===== src/logic/f8_params.svh =====
`ifndef F8_PARAMS_SVH
`define F8_PARAMS_SVH

// byte address and bank word address
`define F8_ADDR_W 16
`define F8_BANK_AW 15

// first fetch address after reset
`define F8_RESET_PC 16'h4000

`define F8_DATA_W 8
`define F8_WORD_W 16

// opcode plus up to two operand bytes
`define F8_INST_W 24

`endif


===== src/logic/f8_pkg.sv =====
`include "f8_params.svh"

package f8_pkg;

	typedef enum logic [7:0] {
		OP_NOP         = 8'h00,
		OP_LD_XL_IMMD  = 8'h01,
		OP_ADD_XL_IMMD = 8'h02,
		OP_SUB_XL_IMMD = 8'h03,
		OP_AND_XL_IMMD = 8'h04,
		OP_OR_XL_IMMD  = 8'h05,
		OP_XOR_XL_IMMD = 8'h06,
		OP_LD_XL_DIR   = 8'h10,
		OP_LD_DIR_XL   = 8'h11,
		OP_LDW_Y_IMMD  = 8'h12,
		OP_LDW_DIR_Y   = 8'h13,
		OP_JR          = 8'h20,
		OP_JRZ         = 8'h21,
		OP_JRNZ        = 8'h22,
		OP_JRC         = 8'h23,
		OP_TRAP        = 8'hff
	} opcode_t;

	typedef struct packed {
		logic o;
		logic z;
		logic n;
		logic c;
		logic h;
	} flags_t;

	// one enable per byte lane
	typedef struct packed {
		logic [1:0] en;
		logic [1:0] addr;
		logic [`F8_WORD_W-1:0] data;
	} reg_write_t;

	typedef struct packed {
		logic [1:0] en;
		logic [`F8_ADDR_W-1:0] addr;
		logic [`F8_WORD_W-1:0] data;
	} mem_write_t;

	typedef enum logic [2:0] {
		ALU_ADD,
		ALU_SUB,
		ALU_AND,
		ALU_OR,
		ALU_XOR
	} alu_op_t;

	// unknown opcodes count as one byte
	function automatic logic [1:0] opcode_size(logic [7:0] opcode);
		case (opcode)
			OP_LD_XL_IMMD, OP_ADD_XL_IMMD, OP_SUB_XL_IMMD, OP_AND_XL_IMMD,
			OP_OR_XL_IMMD, OP_XOR_XL_IMMD, OP_JR, OP_JRZ, OP_JRNZ, OP_JRC:
				return 2'd2;
			OP_LD_XL_DIR, OP_LD_DIR_XL, OP_LDW_Y_IMMD, OP_LDW_DIR_Y:
				return 2'd3;
			default:
				return 2'd1;
		endcase
	endfunction

	function automatic logic opcode_reads_mem(logic [7:0] opcode);
		return opcode == OP_LD_XL_DIR;
	endfunction

endpackage


===== src/logic/f8_alu8.sv =====
`include "f8_params.svh"

module f8_alu8 (
	input f8_pkg::alu_op_t op,
	input logic [`F8_DATA_W-1:0] a,
	input logic [`F8_DATA_W-1:0] b,
	input f8_pkg::flags_t carry_in_flags,
	output logic [`F8_DATA_W-1:0] result,
	output f8_pkg::flags_t flags_out
);
	always_comb
	begin
		logic [8:0] sum;
		logic [4:0] low_sum;
		logic [7:0] b_eff;
		logic carry_in;
		// sub is a + ~b + 1, so c set means no borrow
		carry_in = (op == f8_pkg::ALU_SUB);
		b_eff = carry_in ? ~b : b;
		sum = {1'b0, a} + {1'b0, b_eff} + 9'(carry_in);
		low_sum = {1'b0, a[3:0]} + {1'b0, b_eff[3:0]} + 5'(carry_in);
		flags_out = carry_in_flags;
		case (op)
			f8_pkg::ALU_ADD, f8_pkg::ALU_SUB:
			begin
				result = sum[7:0];
				flags_out.c = sum[8];
				flags_out.h = low_sum[4];
				flags_out.o = (a[7] == b_eff[7]) && (sum[7] != a[7]);
			end
			f8_pkg::ALU_AND: result = a & b;
			f8_pkg::ALU_OR: result = a | b;
			f8_pkg::ALU_XOR: result = a ^ b;
			default: result = a;
		endcase
		flags_out.z = ~|result;
		flags_out.n = result[7];
	end

endmodule


===== src/logic/f8_bank_mux.sv =====
`include "f8_params.svh"

module f8_bank_mux (
	input logic clk,
	input logic [`F8_ADDR_W-1:0] read_addr,
	input f8_pkg::mem_write_t mem_write,
	input logic [`F8_DATA_W-1:0] read_data_even,
	input logic [`F8_DATA_W-1:0] read_data_odd,
	output logic [`F8_BANK_AW-1:0] read_addr_even,
	output logic [`F8_BANK_AW-1:0] read_addr_odd,
	output logic [`F8_BANK_AW-1:0] write_addr_even,
	output logic [`F8_BANK_AW-1:0] write_addr_odd,
	output logic [`F8_DATA_W-1:0] write_data_even,
	output logic [`F8_DATA_W-1:0] write_data_odd,
	output logic write_en_even,
	output logic write_en_odd,
	output logic [`F8_WORD_W-1:0] read_data
);
	// odd start of the read whose data arrives this cycle
	logic read_odd_q;

	// odd start address: the even bank holds the second byte, one word up
	assign read_addr_odd = read_addr[15:1];
	assign read_addr_even = read_addr[15:1] + {14'd0, read_addr[0]};

	always_ff @(posedge clk)
	begin
		read_odd_q <= read_addr[0];
	end

	assign read_data = read_odd_q ? {read_data_even, read_data_odd}
		: {read_data_odd, read_data_even};

	assign write_addr_odd = mem_write.addr[15:1];
	assign write_addr_even = mem_write.addr[15:1] + {14'd0, mem_write.addr[0]};
	assign write_data_even = mem_write.addr[0] ? mem_write.data[15:8] : mem_write.data[7:0];
	assign write_data_odd = mem_write.addr[0] ? mem_write.data[7:0] : mem_write.data[15:8];
	assign write_en_even = mem_write.addr[0] ? mem_write.en[1] : mem_write.en[0];
	assign write_en_odd = mem_write.addr[0] ? mem_write.en[0] : mem_write.en[1];

	a_byte_write_one_bank: assert property (@(posedge clk)
		(mem_write.en == 2'b01) |-> $onehot({write_en_even, write_en_odd}))
		else $error("single byte write did not enable exactly one bank");

endmodule


===== src/logic/f8_core.sv =====
`include "f8_params.svh"

module f8_core (
	input logic clk,
	input logic reset,
	output logic [`F8_BANK_AW-1:0] read_addr_even,
	output logic [`F8_BANK_AW-1:0] read_addr_odd,
	input logic [`F8_DATA_W-1:0] read_data_even,
	input logic [`F8_DATA_W-1:0] read_data_odd,
	output logic [`F8_BANK_AW-1:0] write_addr_even,
	output logic [`F8_BANK_AW-1:0] write_addr_odd,
	output logic [`F8_DATA_W-1:0] write_data_even,
	output logic [`F8_DATA_W-1:0] write_data_odd,
	output logic write_en_even,
	output logic write_en_odd,
	output logic trap
);
	f8_pkg::reg_write_t reg_write;
	f8_pkg::mem_write_t mem_write;
	f8_pkg::flags_t flags;
	f8_pkg::flags_t next_flags;
	logic [`F8_WORD_W-1:0] x;
	logic [`F8_WORD_W-1:0] y;
	logic [`F8_ADDR_W-1:0] read_addr;
	logic [`F8_WORD_W-1:0] read_data;
	logic [`F8_INST_W-1:0] inst;
	logic [`F8_WORD_W-1:0] mem_operand;
	logic execute;
	logic branch_taken;

	f8_regfile u_regfile (
		.clk(clk),
		.reset(reset),
		.reg_write(reg_write),
		.next_flags(next_flags),
		.x(x),
		.y(y),
		.z(),
		.flags(flags)
	);

	f8_sequencer u_sequencer (
		.clk(clk),
		.reset(reset),
		.read_data(read_data),
		.branch_taken(branch_taken),
		.trap(trap),
		.read_addr(read_addr),
		.inst(inst),
		.mem_operand(mem_operand),
		.execute(execute),
		.pc()
	);

	f8_execute u_execute (
		.inst(inst),
		.mem_operand(mem_operand),
		.execute(execute),
		.x(x),
		.y(y),
		.flags(flags),
		.reg_write(reg_write),
		.mem_write(mem_write),
		.next_flags(next_flags),
		.branch_taken(branch_taken),
		.trap(trap)
	);

	f8_bank_mux u_bank_mux (
		.clk(clk),
		.read_addr(read_addr),
		.mem_write(mem_write),
		.read_data_even(read_data_even),
		.read_data_odd(read_data_odd),
		.read_addr_even(read_addr_even),
		.read_addr_odd(read_addr_odd),
		.write_addr_even(write_addr_even),
		.write_addr_odd(write_addr_odd),
		.write_data_even(write_data_even),
		.write_data_odd(write_data_odd),
		.write_en_even(write_en_even),
		.write_en_odd(write_en_odd),
		.read_data(read_data)
	);

endmodule


===== src/logic/f8_execute.sv =====
`include "f8_params.svh"

module f8_execute (
	input logic [`F8_INST_W-1:0] inst,
	input logic [`F8_WORD_W-1:0] mem_operand,
	input logic execute,
	input logic [`F8_WORD_W-1:0] x,
	input logic [`F8_WORD_W-1:0] y,
	input f8_pkg::flags_t flags,
	output f8_pkg::reg_write_t reg_write,
	output f8_pkg::mem_write_t mem_write,
	output f8_pkg::flags_t next_flags,
	output logic branch_taken,
	output logic trap
);
	f8_pkg::opcode_t opcode;
	f8_pkg::alu_op_t alu_op;
	f8_pkg::flags_t alu_flags;
	logic [`F8_DATA_W-1:0] alu_result;

	assign opcode = f8_pkg::opcode_t'(inst[7:0]);

	always_comb
	begin
		case (opcode)
			f8_pkg::OP_SUB_XL_IMMD: alu_op = f8_pkg::ALU_SUB;
			f8_pkg::OP_AND_XL_IMMD: alu_op = f8_pkg::ALU_AND;
			f8_pkg::OP_OR_XL_IMMD: alu_op = f8_pkg::ALU_OR;
			f8_pkg::OP_XOR_XL_IMMD: alu_op = f8_pkg::ALU_XOR;
			default: alu_op = f8_pkg::ALU_ADD;
		endcase
	end

	// xl is always the 8-bit accumulator
	f8_alu8 u_alu8 (
		.op(alu_op),
		.a(x[7:0]),
		.b(inst[15:8]),
		.carry_in_flags(flags),
		.result(alu_result),
		.flags_out(alu_flags)
	);

	always_comb
	begin
		reg_write = '0;
		mem_write = '0;
		next_flags = flags;
		branch_taken = 1'b0;
		trap = 1'b0;
		if (execute)
		begin
			case (opcode)
				f8_pkg::OP_LD_XL_IMMD:
					reg_write = '{en: 2'b01, addr: 2'd0, data: {8'h00, inst[15:8]}};
				f8_pkg::OP_ADD_XL_IMMD, f8_pkg::OP_SUB_XL_IMMD, f8_pkg::OP_AND_XL_IMMD,
				f8_pkg::OP_OR_XL_IMMD, f8_pkg::OP_XOR_XL_IMMD:
				begin
					reg_write = '{en: 2'b01, addr: 2'd0, data: {8'h00, alu_result}};
					next_flags = alu_flags;
				end
				f8_pkg::OP_LD_XL_DIR:
				begin
					reg_write = '{en: 2'b01, addr: 2'd0, data: {8'h00, mem_operand[7:0]}};
					next_flags.z = ~|mem_operand[7:0];
					next_flags.n = mem_operand[7];
				end
				f8_pkg::OP_LD_DIR_XL:
					mem_write = '{en: 2'b01, addr: inst[23:8], data: {8'h00, x[7:0]}};
				f8_pkg::OP_LDW_Y_IMMD:
				begin
					reg_write = '{en: 2'b11, addr: 2'd1, data: inst[23:8]};
					next_flags.z = ~|inst[23:8];
					next_flags.n = inst[23];
				end
				f8_pkg::OP_LDW_DIR_Y:
					mem_write = '{en: 2'b11, addr: inst[23:8], data: y};
				f8_pkg::OP_JR:
					branch_taken = 1'b1;
				f8_pkg::OP_JRZ:
					branch_taken = flags.z;
				f8_pkg::OP_JRNZ:
					branch_taken = !flags.z;
				f8_pkg::OP_JRC:
					branch_taken = flags.c;
				// sequencer holds pc, so trap re-executes every cycle
				f8_pkg::OP_TRAP:
					trap = 1'b1;
				default:
					next_flags = flags;
			endcase
		end
	end

endmodule


===== src/logic/f8_regfile.sv =====
`include "f8_params.svh"

module f8_regfile (
	input logic clk,
	input logic reset,
	input f8_pkg::reg_write_t reg_write,
	input f8_pkg::flags_t next_flags,
	output logic [`F8_WORD_W-1:0] x,
	output logic [`F8_WORD_W-1:0] y,
	output logic [`F8_WORD_W-1:0] z,
	output f8_pkg::flags_t flags
);
	// index 0 is x, 1 is y, 2 is z
	logic [`F8_WORD_W-1:0] regs [3];

	assign x = regs[0];
	assign y = regs[1];
	assign z = regs[2];

	always_ff @(posedge clk)
	begin
		if (reg_write.en[0])
			regs[reg_write.addr][7:0] <= reg_write.data[7:0];
		if (reg_write.en[1])
			regs[reg_write.addr][15:8] <= reg_write.data[15:8];
	end

	always_ff @(posedge clk)
	begin
		if (reset)
			flags <= '0;
		else
			flags <= next_flags;
	end

	a_no_reg3: assert property (@(posedge clk) disable iff (reset)
		(|reg_write.en) |-> (reg_write.addr != 2'd3))
		else $error("register write addressed index 3");

endmodule


===== src/logic/f8_sequencer.sv =====
`include "f8_params.svh"

module f8_sequencer (
	input logic clk,
	input logic reset,
	input logic [`F8_WORD_W-1:0] read_data,
	input logic branch_taken,
	input logic trap,
	output logic [`F8_ADDR_W-1:0] read_addr,
	output logic [`F8_INST_W-1:0] inst,
	output logic [`F8_WORD_W-1:0] mem_operand,
	output logic execute,
	output logic [`F8_ADDR_W-1:0] pc
);
	logic [`F8_INST_W-1:0] prev_inst;
	logic upper_pending;
	logic operand_pending;
	// low in the first cycle after reset, while the first fetch is in flight
	logic fetch_valid;
	logic [1:0] inst_size;
	logic need_upper;
	logic need_operand;
	logic [`F8_ADDR_W-1:0] next_pc;

	always_comb
	begin
		if (upper_pending)
			inst = {read_data[7:0], prev_inst[15:0]};
		else if (operand_pending)
			inst = prev_inst;
		else
			inst = {8'h00, read_data};
	end

	assign mem_operand = read_data;
	assign inst_size = f8_pkg::opcode_size(inst[7:0]);

	// third byte lives at pc+2, fetched in its own cycle
	assign need_upper = fetch_valid && inst_size == 2'd3 && !upper_pending && !operand_pending;
	assign need_operand = fetch_valid && f8_pkg::opcode_reads_mem(inst[7:0])
		&& !operand_pending && !need_upper;
	assign execute = fetch_valid && !need_upper && !need_operand;

	always_comb
	begin
		if (!execute || trap)
			next_pc = pc;
		else if (branch_taken)
			next_pc = pc + {{8{inst[15]}}, inst[15:8]};
		else
			next_pc = pc + 16'(inst_size);
	end

	always_comb
	begin
		if (need_upper)
			read_addr = pc + 16'd2;
		else if (need_operand)
			read_addr = inst[23:8];
		else
			read_addr = next_pc;
	end

	always_ff @(posedge clk)
	begin
		if (reset)
		begin
			pc <= `F8_RESET_PC;
			upper_pending <= 1'b0;
			operand_pending <= 1'b0;
			fetch_valid <= 1'b0;
		end
		else
		begin
			pc <= next_pc;
			upper_pending <= need_upper;
			operand_pending <= need_operand;
			fetch_valid <= 1'b1;
		end
	end

	always_ff @(posedge clk)
	begin
		prev_inst <= inst;
	end

	a_one_phase: assert property (@(posedge clk) disable iff (reset)
		!(upper_pending && operand_pending))
		else $error("upper byte and operand fetch pending together");

endmodule


===== config.mk =====
export PLATFORM = sky130hd
export DESIGN_NAME = f8_core
export DESIGN_NICKNAME = d
export VERILOG_FILES = /design/src/logic/f8_pkg.sv /design/src/logic/f8_alu8.sv /design/src/logic/f8_bank_mux.sv /design/src/logic/f8_core.sv /design/src/logic/f8_execute.sv /design/src/logic/f8_regfile.sv /design/src/logic/f8_sequencer.sv
export VERILOG_INCLUDE_DIRS = /design/src /design/src/logic
export SDC_FILE = /design/constraint.sdc
export NUM_CORES = 1
export LEC_CHECK = 0
export ABC_AREA = 0
export BUFFER_PORTS_ARGS = -buffer_cell sky130_fd_sc_hd__clkbuf_2
export CAP_MARGIN = 10
export CORE_ASPECT_RATIO = 0.75
export CORE_MARGIN = 4
export CORE_UTILIZATION = 40
export CTS_BUF_LIST = sky130_fd_sc_hd__clkbuf_16
export DETAILED_ROUTE_END_ITERATION = 8
export PLACE_DENSITY_LB_ADDON = 0.1
export SLEW_MARGIN = 20
export SYNTH_ARGS = -nofsm -noshare
export SYNTH_HDL_FRONTEND = slang
export SYNTH_SLANG_ARGS = --single-unit

===== constraint.sdc =====
create_clock -name clk -period 9 [get_ports clk]
set_input_delay 1.8 -clock clk [delete_from_list [all_inputs] [get_ports clk]]
set_output_delay 1.8 -clock clk [all_outputs]
set_load 0.02 [all_outputs]

* After elaboration in Yosys (flattened, before gate mapping)
Memory sizes are Yosys's and may differ from the RTL's.
Cells that the tools add are included.
** Word-level totals
- Register bits :: 46
- Bits in writable memories :: 48
- Memory bits (read-only) :: 128
- Bits of input ports :: 18
- Output and inout bits :: 79
- Logic and storage cells :: 98
- Memories :: 2
** Memory list
- (name not given) :: words 64, width 2, read ports 1, clocked after Yosys merged registers in 0, write ports 0, RTL line f8_pkg.sv:55 : case (opcode)
- u_regfile.regs :: words 3, width 16, read ports 2, clocked after Yosys merged registers in 0, write ports 1, RTL line f8_regfile.sv:14 : logic [`F8_WORD_W-1:0] regs [3];
** Cells by class
- Add/subtract/negate cells :: 7
- Eq/ne operators :: 20
- Muxes and demuxes :: 29
- Bitwise logic cells :: 4
- Reductions and logical operators :: 28
** Operators by type and width (number)
- two-way mux 16 bit :: 5
- one-hot mux 20 bit (4 select lines) :: 1
- one-hot mux 34 bit (2 select lines) :: 1
- two-way mux 24 bit :: 2
- two-way mux 34 bit :: 1
- == test 8 x 5 -> 1 bit, second input constant :: 4
- == test 8 x 6 -> 1 bit, second input constant :: 4
- one-hot mux 8 bit (4 select lines) :: 1
- adder 15 x 1 -> 15 bit :: 2
- == test 8 x 3 -> 1 bit, second input constant :: 3
- two-way mux 8 bit :: 3
- two-way mux 20 bit :: 1
- adder 16 bit :: 1
- adder 16 x 2 -> 16 bit :: 1
- adder 16 x 2 -> 16 bit, second input constant :: 1
- == test 8 x 2 -> 1 bit, second input constant :: 2
- OR reduction 16 bit :: 1
- OR reduction 8 bit :: 2
- one-hot mux 3 bit (4 select lines) :: 1
- two-way mux 1 bit :: 10
- adder 8 x 8 -> 9 bit :: 1
- adder 9 x 1 -> 9 bit :: 1
- zero test 1 bit :: 9
- AND 8 bit :: 1
- other kinds (21) :: 29

* Logic depth before layout (Yosys ltp)
Gate-level depths: netlist of the first run.
- Word-level depth :: 19
- Gate-level depth with buffers :: 21
- Depth with buffers taken out :: 19

* Hierarchy
Synthesis of the first run repeated with hierarchy kept, for this count alone.
** Second synthesis, totals
- Cell total of the unflattened synthesis :: 896
- Area, all modules :: 8130.3 um^2
** By module, submodules not included
- f8_sequencer :: instances 1, cells an instance 380, area an instance 3175.5 um^2, sequential area each 860.8 um^2
- f8_regfile :: instances 1, cells an instance 64, area an instance 1622.8 um^2, sequential area each 1541.5 um^2
- f8_bank_mux :: instances 1, cells an instance 146, area an instance 1229.9 um^2, sequential area each 20.0 um^2
- f8_alu8 :: instances 1, cells an instance 159, area an instance 1114.8 um^2, sequential area each 0.0 um^2
- f8_execute :: instances 1, cells an instance 147, area an instance 987.2 um^2, sequential area each 0.0 um^2

* Least setup slack after synthesis of the first run
No wires, ideal clock.
- Path type :: input to output
- From :: in read_data_odd[2]
- To :: out read_addr_even[14]
- Arrival time :: 6.191 ns
- Required time :: 7.200 ns
- Path slack :: 1.009 ns
- Stages on the path :: 19
- Buffers on the path :: 0
- Path through :: mux2_2 > mux2i_2 > inv_2 > nor3_2 > a31oi_1 > o211ai_4 > o21ai_0 > ha_1 > fa_1 > a21o_1 > a22o_1 > o22ai_1 > xnor2_1 > a211oi_1 > a221oi_2 > and4_1 > nor2b_1 > nand4_1 > xnor2_1
** Between the ends
- Longest elaborated chain between the ends :: 19
- Elaborated cells on any way between the ends :: 35
- Classes of those cells :: add/sub: 3; eq/ne: 7; mux: 12; reduce/logical: 12; memory: 1
** Ends and longest elaborated chain
- start: declaration :: RTL line f8_core.sv:9 : input logic [`F8_DATA_W-1:0] read_data_odd,
- two-way mux 16 bit (*) :: RTL line f8_bank_mux.sv:31 : assign read_data = read_odd_q ? {read_data_even, read_data_odd}
- two-way mux 24 bit (*) :: RTL line f8_sequencer.sv:29 : else if (operand_pending)
- two-way mux 24 bit (*) :: RTL line f8_sequencer.sv:27 : if (upper_pending)
- via inst[2] :: RTL line f8_core.sv:26 : logic [`F8_INST_W-1:0] inst;
- branches (longest 14 deep; another with adder 16 x 2 -> 16 bit)
- two-way mux 16 bit (*) :: RTL line f8_sequencer.sv:56 : if (need_upper)
- via read_addr[8] :: RTL line f8_core.sv:24 : logic [`F8_ADDR_W-1:0] read_addr;
- adder 15 x 1 -> 15 bit (*) :: RTL line f8_bank_mux.sv:24 : assign read_addr_even = read_addr[15:1] + {14'd0, read_addr[0]};
- end: declaration :: RTL line f8_core.sv:6 : output logic [`F8_BANK_AW-1:0] read_addr_even,
Mark *: on every way through the listed nets, which the timed path passes.

* Worst setup path after layout of the first run
- From :: in read_data_odd[5]
- To :: out read_addr_even[13]
** Between the ends
- Longest elaborated chain between the ends :: 19
- Elaborated cells on any way between the ends :: 35
- Classes of those cells :: add/sub: 3; eq/ne: 7; mux: 12; reduce/logical: 12; memory: 1
** Ends and longest elaborated chain (RTL line)
- two-way mux 16 bit (*) :: f8_bank_mux.sv:31
- two-way mux 24 bit :: f8_sequencer.sv:29
- two-way mux 24 bit (*) :: f8_sequencer.sv:27
- branches (longest 14 deep; another with adder 16 x 2 -> 16 bit)
- two-way mux 16 bit (*) :: f8_sequencer.sv:56
- adder 15 x 1 -> 15 bit (*) :: f8_bank_mux.sv:24
Every way passes the cells marked *.

==> out/results.md, run 1 <==
| Result | This run | Unit |
|---|---|---|
| Mux cell area share after synthesis | 5.247 | % |
| Worst path setup slack after routing | 0.3279 | ns |
| Drt initial violations | 824 | - |
| Clock transition at the register clock pins on the worst setup and hold paths after CTS | 0.06 | ns |
| Warning count from the yosys run | 0 | - |
| Die width | 156.1 | um |
| Main synth FF type | sky130_fd_sc_hd__dfxtp_1 | - |
| Proportion of synthesized flip-flops having asynchronous set or reset | 0 | % |
| Power per standard cell area | 131.7 | nW/um^2 |
| Minimum setup slack among reg-to-reg paths | 3.56 | ns |
| Setup repair after global routing missed its margin | false | - |
| Total I/O pin count | 97 | - |
| Area growth from synthesis to layout | 15.17 | % |
| Leakage power of the design | 0.003344 | uW |
| Cell breakdown of the critical path | clkbuf_2, mux2_2, mux2i_2, xnor2_1, or3_1, o211ai_4, o21ai_0, ha_1, fa_1, a21o_1, a22o_1, o21ai_1, xnor2_1, a211oi_1, o22ai_1, and4_1, and2_1, and4b_1, xor2_1, clkbuf_2 | - |
| Fraction of synthesized cell area in xor and xnor cells | 8.384 | % |
| Number of endpoints with negative hold slack in the final report | 0 | - |
| Antenna Diode Count | 0 | - |
| First-pass DRT Iterations | 6 | - |
| TritonCTS Buffers | 9 | - |
| CTS Root Buffer Type | sky130_fd_sc_hd__clkbuf_16 | - |
| Arrival time reported for the critical path endpoint | 6.87 | ns |
| Placer Congestion | 0.9381 | - |
| Worst hold slack after final layout | 0.4857 | ns |
| Maximum ir drop on the vdd rail | 0.0001020 | V |
| Post-route total power | 998.1 | uW |
| Vias/cell | 6.134 | - |
| Total half-perimeter wirelength after legalization and detailed placement | 19.51 | mm |
| Number of synthesized register bits | 70 | - |
| Detailed-route wire length per cell | 22.02 | um |
| Syn Nets | 886 | - |
| Fin nets | 972 | - |
| Most common library cell in the layout ignoring fill and taps | sky130_fd_sc_hd__nor2_1 | - |
| Compound-cell area share of the yosys netlist | 24.22 | % |
| Main combinational cell family by area after synthesis | compound AO/OA/AOI/OAI gates | - |
| GRT Residual Overflow | 0 | - |
| Filler Cell Count | 1611 | - |
| Vias in the first global route | 6464 | - |
| Fraction of the cycle the final worst path needs | 96.36 | % |
| Slew headroom | 35.26 | % |
| Final wirelength | 24.75 | mm |
| Initial Util | 40.97 | % |
| Final Skew | 0.009907 | ns |
| Depth of the CTS H-tree | 3 | - |
| EDFF count, synth | 24 | - |
| Clk_lat worst skew | 0.34 | ns |
| Post-synthesis cell area | 6581 | um^2 |
| Crit start category | input pin | - |
| Multi-input gate area in the final layout | 4524 | um^2 |
| Core region area | 16070 | um^2 |
| Area occupied by registers | 1643 | um^2 |
| Slew at the pin closest to its max-slew limit | 0.9710 | ns |
| Highest cell delay on the worst timing path | 0.56 | ns |
| Final period demand of the worst path | 8.672 | ns |
| Reg2reg end | u_regfile.regs[1][7]$_DFFE_PP_ | - |
| CP Data Required Time | 7.20 | ns |
| Global router's overall resource usage | 26.37 | % |
| Worst Setup Slack post-DPL | 0.2468 | ns |
| Number of port buffers | 96 | - |
| Synthesized netlist cell count | 823 | - |
| CP Class | input pin to primary output | - |
| Area share of fa/ha/maj cells after synthesis | 8.783 | % |
| Logic depth of the worst register-to-register path | 14 | - |
| Floorplan die area | 18590 | um^2 |
| Count of pins over their slew limit | 0 | - |
| Number of distinct library cells after synthesis | 80 | - |
| Top cell type's share of synthesized area | 13.99 | % |
| Post-synth top area cell | sky130_fd_sc_hd__dfxtp_1 | - |
| Min-Delay Startpoint | u_sequencer.pc[0]$_SDFF_PP0_ | - |
| Pin count of the biggest net entering global routing | 28 | - |
| Vias | 6895 | - |
| Residual DRC count | 0 | - |
| Synth Area in Simple Gates | 21.77 | % |
| Avg Cell Area, Syn | 7.997 | um^2 |
| Reg-to-reg startpoint | u_sequencer.upper_pending$_SDFF_PP0_ | - |
| Outcome | finished clean | - |
| Sequential cell area fraction in the yosys report | 24.94 | % |
| Instance count along the most critical hold path | 2 | - |
| Clock tree from TritonCTS | built | - |
| Slowest-stage cell, CP | sky130_fd_sc_hd__or3_1 | - |
| Commonest cells after routing, fill and taps aside | sky130_fd_sc_hd__nor2_1 (108), sky130_fd_sc_hd__clkbuf_2 (96), sky130_fd_sc_hd__nand2_1 (63) | - |
| Count of standard-cell rows | 40 | - |
| TNS Setup | 0 | ns |
| Final Setup Violations | 0 | - |
| CTS Sinks | 70 | - |
| Worst Hold Endpoint | u_sequencer.pc[0]$_SDFF_PP0_ | - |
| Maximum clock insertion buffer count | 2 | - |
| Maximum clock rate | 115.3 | MHz |
| Max capacitance violation total | 0 | - |
| Antenna violations before repair | 0 | - |
| Wire length of the first global-routing pass | 38.18 | mm |
| Critical path peak fanout | 6 | - |
| Hold Crit Class | register to register | - |
| Critical path endpoint category | primary output | - |
| Remaining number of nets flagged by the antenna check after routing | 0 | - |
| Fraction of layout cells with a size suffix above 1 | 19.37 | % |
| Vertical die dimension | 119.1 | um |
| Cells taking the most area after synthesis | sky130_fd_sc_hd__dfxtp_1 (14%), sky130_fd_sc_hd__edfxtp_1 (11%), sky130_fd_sc_hd__ha_1 (8.2%) | - |
## worst max-delay path, delay by kind of cell
kind	cells	cell delay (ns)
buffers and inverters	2	0.30
multiplexers	2	0.67
AO/OA/AOI/OAI	7	1.62
AND/OR/NAND/NOR	4	1.25
XOR/XNOR	3	0.52
adder cells (fa/ha/maj)	2	0.71
## worst max path at each step
stage	from	to	slack, ns	cells after the start
after CTS	read_data_odd[5]	read_addr_even[14]	0.20	20
after detailed placement	read_data_odd[5]	read_addr_even[14]	0.25	20
after global placement	read_data_odd[5]	read_addr_even[14]	0.26	20
final	read_data_odd[5]	read_addr_even[13]	0.33	20
after global routing	read_data_odd[5]	read_addr_even[14]	0.002	20
after floorplan	read_data_odd[2]	read_addr_even[14]	1.01	19
## kinds of logic after synthesis
group,Yosys count
adder cells (fa/ha/maj),45
flip-flops,70
XOR/XNOR,63
AO/OA/AOI/OAI,221
AND/OR/NAND/NOR,298
multiplexers,31
buffers and inverters,95
## per-stage QoR
stage	instances	util (%)	instance area, um^2
2_1_floorplan	823	-	6581
4_1_cts	1123	46.99	7548
6_report	1124	47.18	7580
3_3_place_gp	1107	45.25	7269
3_5_place_dp	1107	45.25	7269
5_1_grt	1124	47.18	7580
## sequential cells by signal, indices dropped and copies added (netlist names)
signal                       count
u_sequencer.fetch_valid          1
u_regfile.flags                  2
u_sequencer.pc                  16
u_sequencer.prev_inst           24
u_sequencer.upper_pending        1
u_bank_mux.read_odd_q            1
u_regfile.regs                  24
u_sequencer.operand_pending      1
## area by class of cell
| cell class | instances | area share, % |
|---|---|---|
| Tap cell | 210 | 3.466 |
| Clock inverter | 7 | 0.7098 |
| Timing Repair Buffer | 126 | 9.310 |
| Sequential cell | 70 | 21.67 |
| Multi-Input combinational cell | 658 | 59.69 |
| Inverter | 44 | 2.179 |
| Clock buffer | 9 | 2.971 |
## cell usage after synthesis, types with 8 or more instances
library cell / number
sky130_fd_sc_hd__nand4_1: 20
sky130_fd_sc_hd__xor2_1: 22
sky130_fd_sc_hd__a22o_1: 32
sky130_fd_sc_hd__nand3_1: 26
sky130_fd_sc_hd__buf_4: 15
sky130_fd_sc_hd__o211ai_1: 8
sky130_fd_sc_hd__o21a_1: 8
sky130_fd_sc_hd__nor2_1: 108
sky130_fd_sc_hd__a211oi_1: 8
sky130_fd_sc_hd__o21ai_0: 33
sky130_fd_sc_hd__a21oi_1: 50
sky130_fd_sc_hd__ha_1: 43
sky130_fd_sc_hd__dfxtp_1: 46
sky130_fd_sc_hd__inv_1: 41
sky130_fd_sc_hd__nor4_1: 12
sky130_fd_sc_hd__nand2_1: 63
sky130_fd_sc_hd__nor3_1: 17
sky130_fd_sc_hd__a21o_1: 13
sky130_fd_sc_hd__buf_2: 8
sky130_fd_sc_hd__edfxtp_1: 24
sky130_fd_sc_hd__a22oi_1: 14
sky130_fd_sc_hd__xnor2_1: 41
sky130_fd_sc_hd__o22ai_1: 10
sky130_fd_sc_hd__nor2b_1: 14
sky130_fd_sc_hd__mux2i_1: 18
sky130_fd_sc_hd__clkbuf_1: 25
## repair_timing
| action | 4_1_cts | 5_1_grt |
|---|---|---|
| hold buffers | 0 | 0 |
| resized for setup | 0 | 5 |
| setup buffers | 0 | 1 |
| endpoints found under the setup margin | 0 | 4 |
## power by group
part | total, uW | internal, uW | switching, uW
sequential | 357 | 339 | 17.4
combinational | 295 | 100 | 195
clock | 346 | 209 | 137
## layer usage
metal	GRT usage, %	share of wire, %	vias to the layer above	routed length (um)
met5	0	0	-	0
met4	4.065	1.4	0	355
met3	8.064	12	39	2864
met2	35.74	39	377	9721
met1	41.23	48	3309	11810
li1	-	-	3170	-
No activity file was read; power rests on OpenSTA's default activity.
==> inputs of run 2 (changes only) <==
Settings changed: CORE_UTILIZATION 40 to 53.
Clock period 9 ns to 7.28 ns, I/O delays scaled along.
==> out/results.md, run 2 (synthesis results as in run 1) <==
| Result | This run | Unit |
|---|---|---|
| Wire length of the first global-routing pass | 39.51 | mm |
| Remaining number of nets flagged by the antenna check after routing | 0 | - |
| Vias | 7640 | - |
| Pin count of the biggest net entering global routing | 23 | - |
| Most common library cell in the layout ignoring fill and taps | sky130_fd_sc_hd__buf_4 | - |
| TritonCTS Buffers | 9 | - |
| Commonest cells after routing, fill and taps aside | sky130_fd_sc_hd__buf_4 (152), sky130_fd_sc_hd__nor2_1 (102), sky130_fd_sc_hd__clkbuf_2 (89) | - |
| Antenna violations before repair | 0 | - |
| Floorplan die area | 14280 | um^2 |
| Crit start category | input pin | - |
| Maximum clock insertion buffer count | 2 | - |
| Count of pins over their slew limit | 0 | - |
| Final wirelength | 26.57 | mm |
| Final Setup Violations | 2 | - |
| CP Data Required Time | 5.82 | ns |
| Clock tree from TritonCTS | built | - |
| Arrival time reported for the critical path endpoint | 5.84 | ns |
| Layout Cell Area excl Fill | 9000 | um^2 |
| Reg2reg end | u_regfile.regs[0][7]$_DFFE_PP_ | - |
| Registers with the highest flip-flop counts | u_regfile.regs: 24 flops, u_sequencer.prev_inst: 24 flops, u_sequencer.pc: 16 flops | - |
| Critical path endpoint category | primary output | - |
| Fraction of the cycle the final worst path needs | 100.3 | % |
| Hold Crit Class | register to register | - |
| Residual DRC count | 0 | - |
| Number of endpoints with negative hold slack in the final report | 0 | - |
| Power per standard cell area | 154.8 | nW/um^2 |
| Number of port buffers | 96 | - |
| Maximum clock rate | 137.0 | MHz |
| Logic depth of the worst register-to-register path | 17 | - |
| Outcome | finished with violations | - |
| GRT Residual Overflow | 0 | - |
| Minimum setup slack among reg-to-reg paths | 1.89 | ns |
| Detailed-route wire length per cell | 22.08 | um |
| Maximum ir drop on the vdd rail | 0.0001445 | V |
| Clock transition at the register clock pins on the worst setup and hold paths after CTS | 0.06 | ns |
| Area growth from synthesis to layout | 36.75 | % |
| Vias in the first global route | 7135 | - |
| Clk_lat worst skew | 0.35 | ns |
| Leakage power of the design | 0.004008 | uW |
| Final Skew | 0.01043 | ns |
| Worst path setup slack after routing | -0.01985 | ns |
| Core occupancy in the finished layout | 75.83 | % |
| Initial Util | 55.45 | % |
| Drt initial violations | 934 | - |
| CP Class | input pin to primary output | - |
| Fin nets | 1099 | - |
| Depth of the CTS H-tree | 3 | - |
| Cell area after placement | 8005 | um^2 |
| Antenna Diode Count | 0 | - |
| CTS Root Buffer Type | sky130_fd_sc_hd__clkbuf_16 | - |
| Reg-to-reg startpoint | u_bank_mux.read_odd_q$_DFF_P_ | - |
| Worst Hold Endpoint | u_sequencer.pc[0]$_SDFF_PP0_ | - |
| Total I/O pin count | 97 | - |
| Slew at the pin closest to its max-slew limit | 0.9708 | ns |
| Count of standard-cell rows | 34 | - |
| Placed insts | 1164 | - |
| Slew headroom | 34.74 | % |
| Total half-perimeter wirelength after legalization and detailed placement | 20.08 | mm |
| Core region area | 11870 | um^2 |
| Min-Delay Startpoint | u_sequencer.pc[0]$_SDFF_PP0_ | - |
| Fraction of layout cells with a size suffix above 1 | 34.68 | % |
| Global router's overall resource usage | 35.54 | % |
| Violations in the final reports | setup timing | - |
| Post-route total power | 1393 | uW |
| Vias/cell | 6.351 | - |
| Max capacitance violation total | 0 | - |
| Post-route insts no fill | 1203 | - |
| Setup repair after global routing missed its margin | true | - |
| CTS Sinks | 70 | - |
| Instance count along the most critical hold path | 2 | - |
| Final period demand of the worst path | 7.300 | ns |
| First-pass DRT Iterations | 7 | - |
| CP startpoint | read_data_even[7] | - |
| Critical path peak fanout | 7 | - |
| Placer Congestion | 1.036 | - |
| Vertical die dimension | 104.5 | um |
| Die width | 136.7 | um |
run 2: worst max path at each step:
stage,endpoint,slack [ns],depth (start not counted)
floorplan,read_addr_even[13],0.03,19
global placement,read_addr_even[14],-0.21,22
detailed placement,read_addr_even[14],-0.40,22
CTS,read_addr_even[14],-0.02,23
global route,read_addr_even[14],-0.21,25
finish,read_addr_even[14],-0.02,25
run 2: metrics by stage:
stage | hold slack (ns) | setup slack (ns) | setup TNS [ns]
floorplan | 0.4494 | 0.03239 | 0
global placement | 0.4721 | -0.2050 | -0.8455
CTS | 0.4856 | -0.02208 | -0.02208
global route | 0.5232 | -0.2064 | -0.7775
detailed placement | 0.4790 | -0.4032 | -2.137
finish | 0.4976 | -0.01985 | -0.02618
run 2: cell type report:
cell class              instances  area [um^2]
flip-flops and latches         70         1642
clock buffers                   9        225.2
well taps                     162        202.7
clock inverters                 7        86.33
fillers                       830         2869
inverters                      44        165.2
repair buffers                253         1728
multi-input cells             658         4951
run 2: worst max-delay path, cell delays in order:
cell and delay (ns):
sky130_fd_sc_hd__buf_6 0.09, sky130_fd_sc_hd__mux2_4 0.28, sky130_fd_sc_hd__mux2i_4 0.20, sky130_fd_sc_hd__buf_6 0.13, sky130_fd_sc_hd__inv_1 0.07, sky130_fd_sc_hd__nor3_4 0.22, sky130_fd_sc_hd__a31oi_4 0.13, sky130_fd_sc_hd__o211ai_4 0.28
sky130_fd_sc_hd__buf_6 0.19, sky130_fd_sc_hd__nor2_4 0.05, sky130_fd_sc_hd__buf_8 0.16, sky130_fd_sc_hd__buf_4 0.14, sky130_fd_sc_hd__ha_4 0.29, sky130_fd_sc_hd__buf_4 0.12, sky130_fd_sc_hd__o21a_1 0.18, sky130_fd_sc_hd__o32ai_4 0.12
sky130_fd_sc_hd__a311oi_2 0.29, sky130_fd_sc_hd__mux2i_4 0.12, sky130_fd_sc_hd__a211oi_2 0.28, sky130_fd_sc_hd__a211oi_2 0.07, sky130_fd_sc_hd__a221o_1 0.34, sky130_fd_sc_hd__and2_4 0.19, sky130_fd_sc_hd__nand4_1 0.13, sky130_fd_sc_hd__xnor2_2 0.13
sky130_fd_sc_hd__buf_4 0.16
run 2: per-layer routing:
layer  vias to the layer above  GRT usage (%)  part of all wire, %
li1                       3432              -                    -
met1                      3621          54.59                   44
met2                       529          48.38                   41
met3                        58          9.526                   13
met4                         0          9.496                  2.1
met5                         -              0                    0
run 2: timing repair:
| item | 4_1_cts | 5_1_grt |
|---|---|---|
| hold buffers | 0 | 0 |
| cloned | 0 | 0 |
| endpoints found under the setup margin | 10 | 12 |
| pin swaps | 3 | 47 |
| gates resized for setup | 30 | 77 |
| setup buffers | 2 | 22 |
run 2: power by group:
group          leakage [uW]  switching [uW]  total [uW]  internal (uW)
sequential         0.000572            20.8         440            419
combinational       0.00329             275         473            198
clock              0.000150             207         480            274
total               0.00401             502        1390            891
==> inputs of run 3 (changes only) <==
Settings changed: SETUP_SLACK_MARGIN from default to 0.4.
==> out/results.md, run 3 (synthesis results as in run 1) <==
| Result | This run | Unit |
|---|---|---|
| Outcome | finished clean | - |
| Vias in the first global route | 7011 | - |
| Fraction of the cycle the final worst path needs | 99.77 | % |
| CP Data Required Time | 5.82 | ns |
| Critical path peak fanout | 5 | - |
| CP startpoint | read_data_odd[6] | - |
| Library cell appearing most often on the critical path | sky130_fd_sc_hd__buf_4 | - |
| Final period demand of the worst path | 7.263 | ns |
| Core occupancy in the finished layout | 76.16 | % |
| Crit start category | input pin | - |
| Critical path endpoint category | primary output | - |
| Registers with the highest flip-flop counts | u_regfile.regs: 24 flops, u_sequencer.prev_inst: 24 flops, u_sequencer.pc: 16 flops | - |
| Global router's overall resource usage | 34.92 | % |
| Slew at the pin closest to its max-slew limit | 0.9898 | ns |
| Vertical die dimension | 104.5 | um |
| Vias/cell | 6.605 | - |
| Most common library cell in the layout ignoring fill and taps | sky130_fd_sc_hd__buf_4 | - |
| Fin nets | 1061 | - |
| Number of endpoints with negative hold slack in the final report | 0 | - |
| TritonCTS Buffers | 9 | - |
| Pin count of the biggest net entering global routing | 26 | - |
| CTS Root Buffer Type | sky130_fd_sc_hd__clkbuf_16 | - |
| Placed insts | 1100 | - |
| Fraction of layout cells with a size suffix above 1 | 35.09 | % |
| Antenna Diode Count | 0 | - |
| Placer Congestion | 1.061 | - |
| Arrival time reported for the critical path endpoint | 5.81 | ns |
| Cts hold-fix bufs | 0 | - |
| Reg-to-reg startpoint | u_bank_mux.read_odd_q$_DFF_P_ | - |
| Clock transition at the register clock pins on the worst setup and hold paths after CTS | 0.06 | ns |
| TNS Setup | 0 | ns |
| Power per standard cell area | 150.0 | nW/um^2 |
| Cell breakdown of the critical path | clkbuf_2, mux2_4, mux2i_4, buf_4, nand4_1, a2111oi_4, o211ai_4, buf_4, nor2_1, ha_1, o21ai_1, o21ai_2, nand2_1, o21ai_0, xor2_1, o22a_1, and4_4, and2_4, and4b_1, xor2_2, clkbuf_8 | - |
| Clock tree from TritonCTS | built | - |
| Final wirelength | 26.85 | mm |
| Max capacitance violation total | 0 | - |
| GRT Residual Overflow | 0 | - |
| Antenna violations before repair | 1 | - |
| Final Skew | 0.007475 | ns |
| Filler Cell Count | 804 | - |
| Slew headroom | 33.50 | % |
| Die width | 136.7 | um |
| Maximum clock insertion buffer count | 2 | - |
| Drt initial violations | 1199 | - |
| Reg2reg end | u_regfile.regs[0][7]$_DFFE_PP_ | - |
| Layout Cell Area excl Fill | 9040 | um^2 |
| Floorplan die area | 14280 | um^2 |
| Depth of the CTS H-tree | 3 | - |
| Area occupied by registers | 1642 | um^2 |
| Vias | 7695 | - |
| Total I/O pin count | 97 | - |
| Initial Util | 55.45 | % |
| Count of pins over their slew limit | 0 | - |
| Termination of the worst setup path | read_addr_even[13] | - |
| Residual DRC count | 0 | - |
| Highest cell delay on the worst timing path | 0.34 | ns |
| Wire length of the first global-routing pass | 38.67 | mm |
| Final Setup Violations | 0 | - |
| Post-route insts no fill | 1165 | - |
| Remaining number of nets flagged by the antenna check after routing | 0 | - |
| Slowest-stage cell, CP | sky130_fd_sc_hd__a2111oi_4 | - |
| Leakage power of the design | 0.003944 | uW |
| Cell area after placement | 7672 | um^2 |
| Core region area | 11870 | um^2 |
| Total half-perimeter wirelength after legalization and detailed placement | 18.92 | mm |
| Maximum clock rate | 137.7 | MHz |
| Commonest cells after routing, fill and taps aside | sky130_fd_sc_hd__buf_4 (113), sky130_fd_sc_hd__nor2_1 (101), sky130_fd_sc_hd__clkbuf_2 (75) | - |
| Logic depth of the worst register-to-register path | 18 | - |
| Maximum ir drop on the vdd rail | 0.0001258 | V |
| Detailed-route wire length per cell | 23.05 | um |
| Number of port buffers | 96 | - |
| Setup repair after global routing missed its margin | true | - |
| Clk_lat worst skew | 0.34 | ns |
| CTS Sinks | 70 | - |
| Minimum setup slack among reg-to-reg paths | 1.41 | ns |
| Area growth from synthesis to layout | 37.36 | % |
| CP Class | input pin to primary output | - |
| First-pass DRT Iterations | 7 | - |
| Multi-input gate area in the final layout | 5197 | um^2 |
| Hold Crit Class | register to register | - |
| Count of standard-cell rows | 34 | - |
-- run 3: cell types whose count changed in the layout (fill, tap and decap cells not counted), sizes merged --
cell      previous run  this run
buf                164       136
clkbuf              98        89
bufinv               1         0
clkinvlp             1         2
inv                 48        47
-- run 3: metrics by stage --
stage | total power [uW] | setup WS (ns) | hold WS, ns
after floorplan | 697.7 | 0.3945 | 0.4518
after global placement | 828.1 | 0.07207 | 0.5036
after detailed placement | 835.7 | -0.05734 | 0.5113
after CTS | 1288 | 0.1521 | 0.5191
after global routing | 1398 | -0.1507 | 0.5617
final | 1356 | 0.01683 | 0.5251
-- run 3: metal layers --
metal / global-route usage, % / part of all wire (%)
met5: 0 / 0
met4: 9.712 / 3.7
met3: 14.60 / 15
met2: 48.84 / 41
met1: 49.18 / 40
-- run 3: critical path: cells and delay by family --
family	cells	cell delay [ns]
buffers and inverters	4	0.59
adder cells (fa/ha/maj)	1	0.31
XOR/XNOR	2	0.39
multiplexers	2	0.46
AND/OR/NAND/NOR	6	1.17
AO/OA/AOI/OAI	6	1.42
-- run 3: area by class of cell --
cell class / instances / share of cell area (%)
clock buffers: 10 / 2.768
clock inverters: 6 / 0.4014
flip-flops and latches: 70 / 18.16
well taps: 162 / 2.242
repair buffers: 215 / 17.11
inverters: 44 / 1.827
multi-input cells: 658 / 57.49
-- run 3: what timing repair did --
| item | 4_1_cts | 5_1_grt |
|---|---|---|
| buffers inserted | 21 | 28 |
| endpoints found under the hold margin | 0 | 0 |
| endpoints found under the setup margin | 13 | 18 |
| pin swaps | 30 | 52 |
| resized for setup | 71 | 99 |
-- run 3: power by group --
| part | total, uW | switching, uW | internal [uW] |
|---|---|---|---|
| clock network | 431 | 182 | 250 |
| registers | 443 | 24.1 | 419 |
| logic | 482 | 285 | 197 |
| total | 1360 | 491 | 866 |
-- run 3: how the worst min path moves through the flow --
stage / slack [ns] / cells after the start / end / start
3_3_place_gp: 0.50 / 2 / u_sequencer.pc[0]$_SDFF_PP0_ / u_sequencer.pc[0]$_SDFF_PP0_
3_5_place_dp: 0.51 / 2 / u_sequencer.pc[9]$_SDFF_PP0_ / u_sequencer.pc[9]$_SDFF_PP0_
5_1_grt: 0.56 / 2 / u_sequencer.pc[0]$_SDFF_PP0_ / u_sequencer.pc[0]$_SDFF_PP0_
4_1_cts: 0.52 / 2 / u_sequencer.pc[0]$_SDFF_PP0_ / u_sequencer.pc[0]$_SDFF_PP0_
6_report: 0.53 / 2 / u_sequencer.pc[0]$_SDFF_PP0_ / u_sequencer.pc[0]$_SDFF_PP0_
2_1_floorplan: 0.45 / 2 / u_sequencer.pc[0]$_SDFF_PP0_ / u_sequencer.pc[0]$_SDFF_PP0_
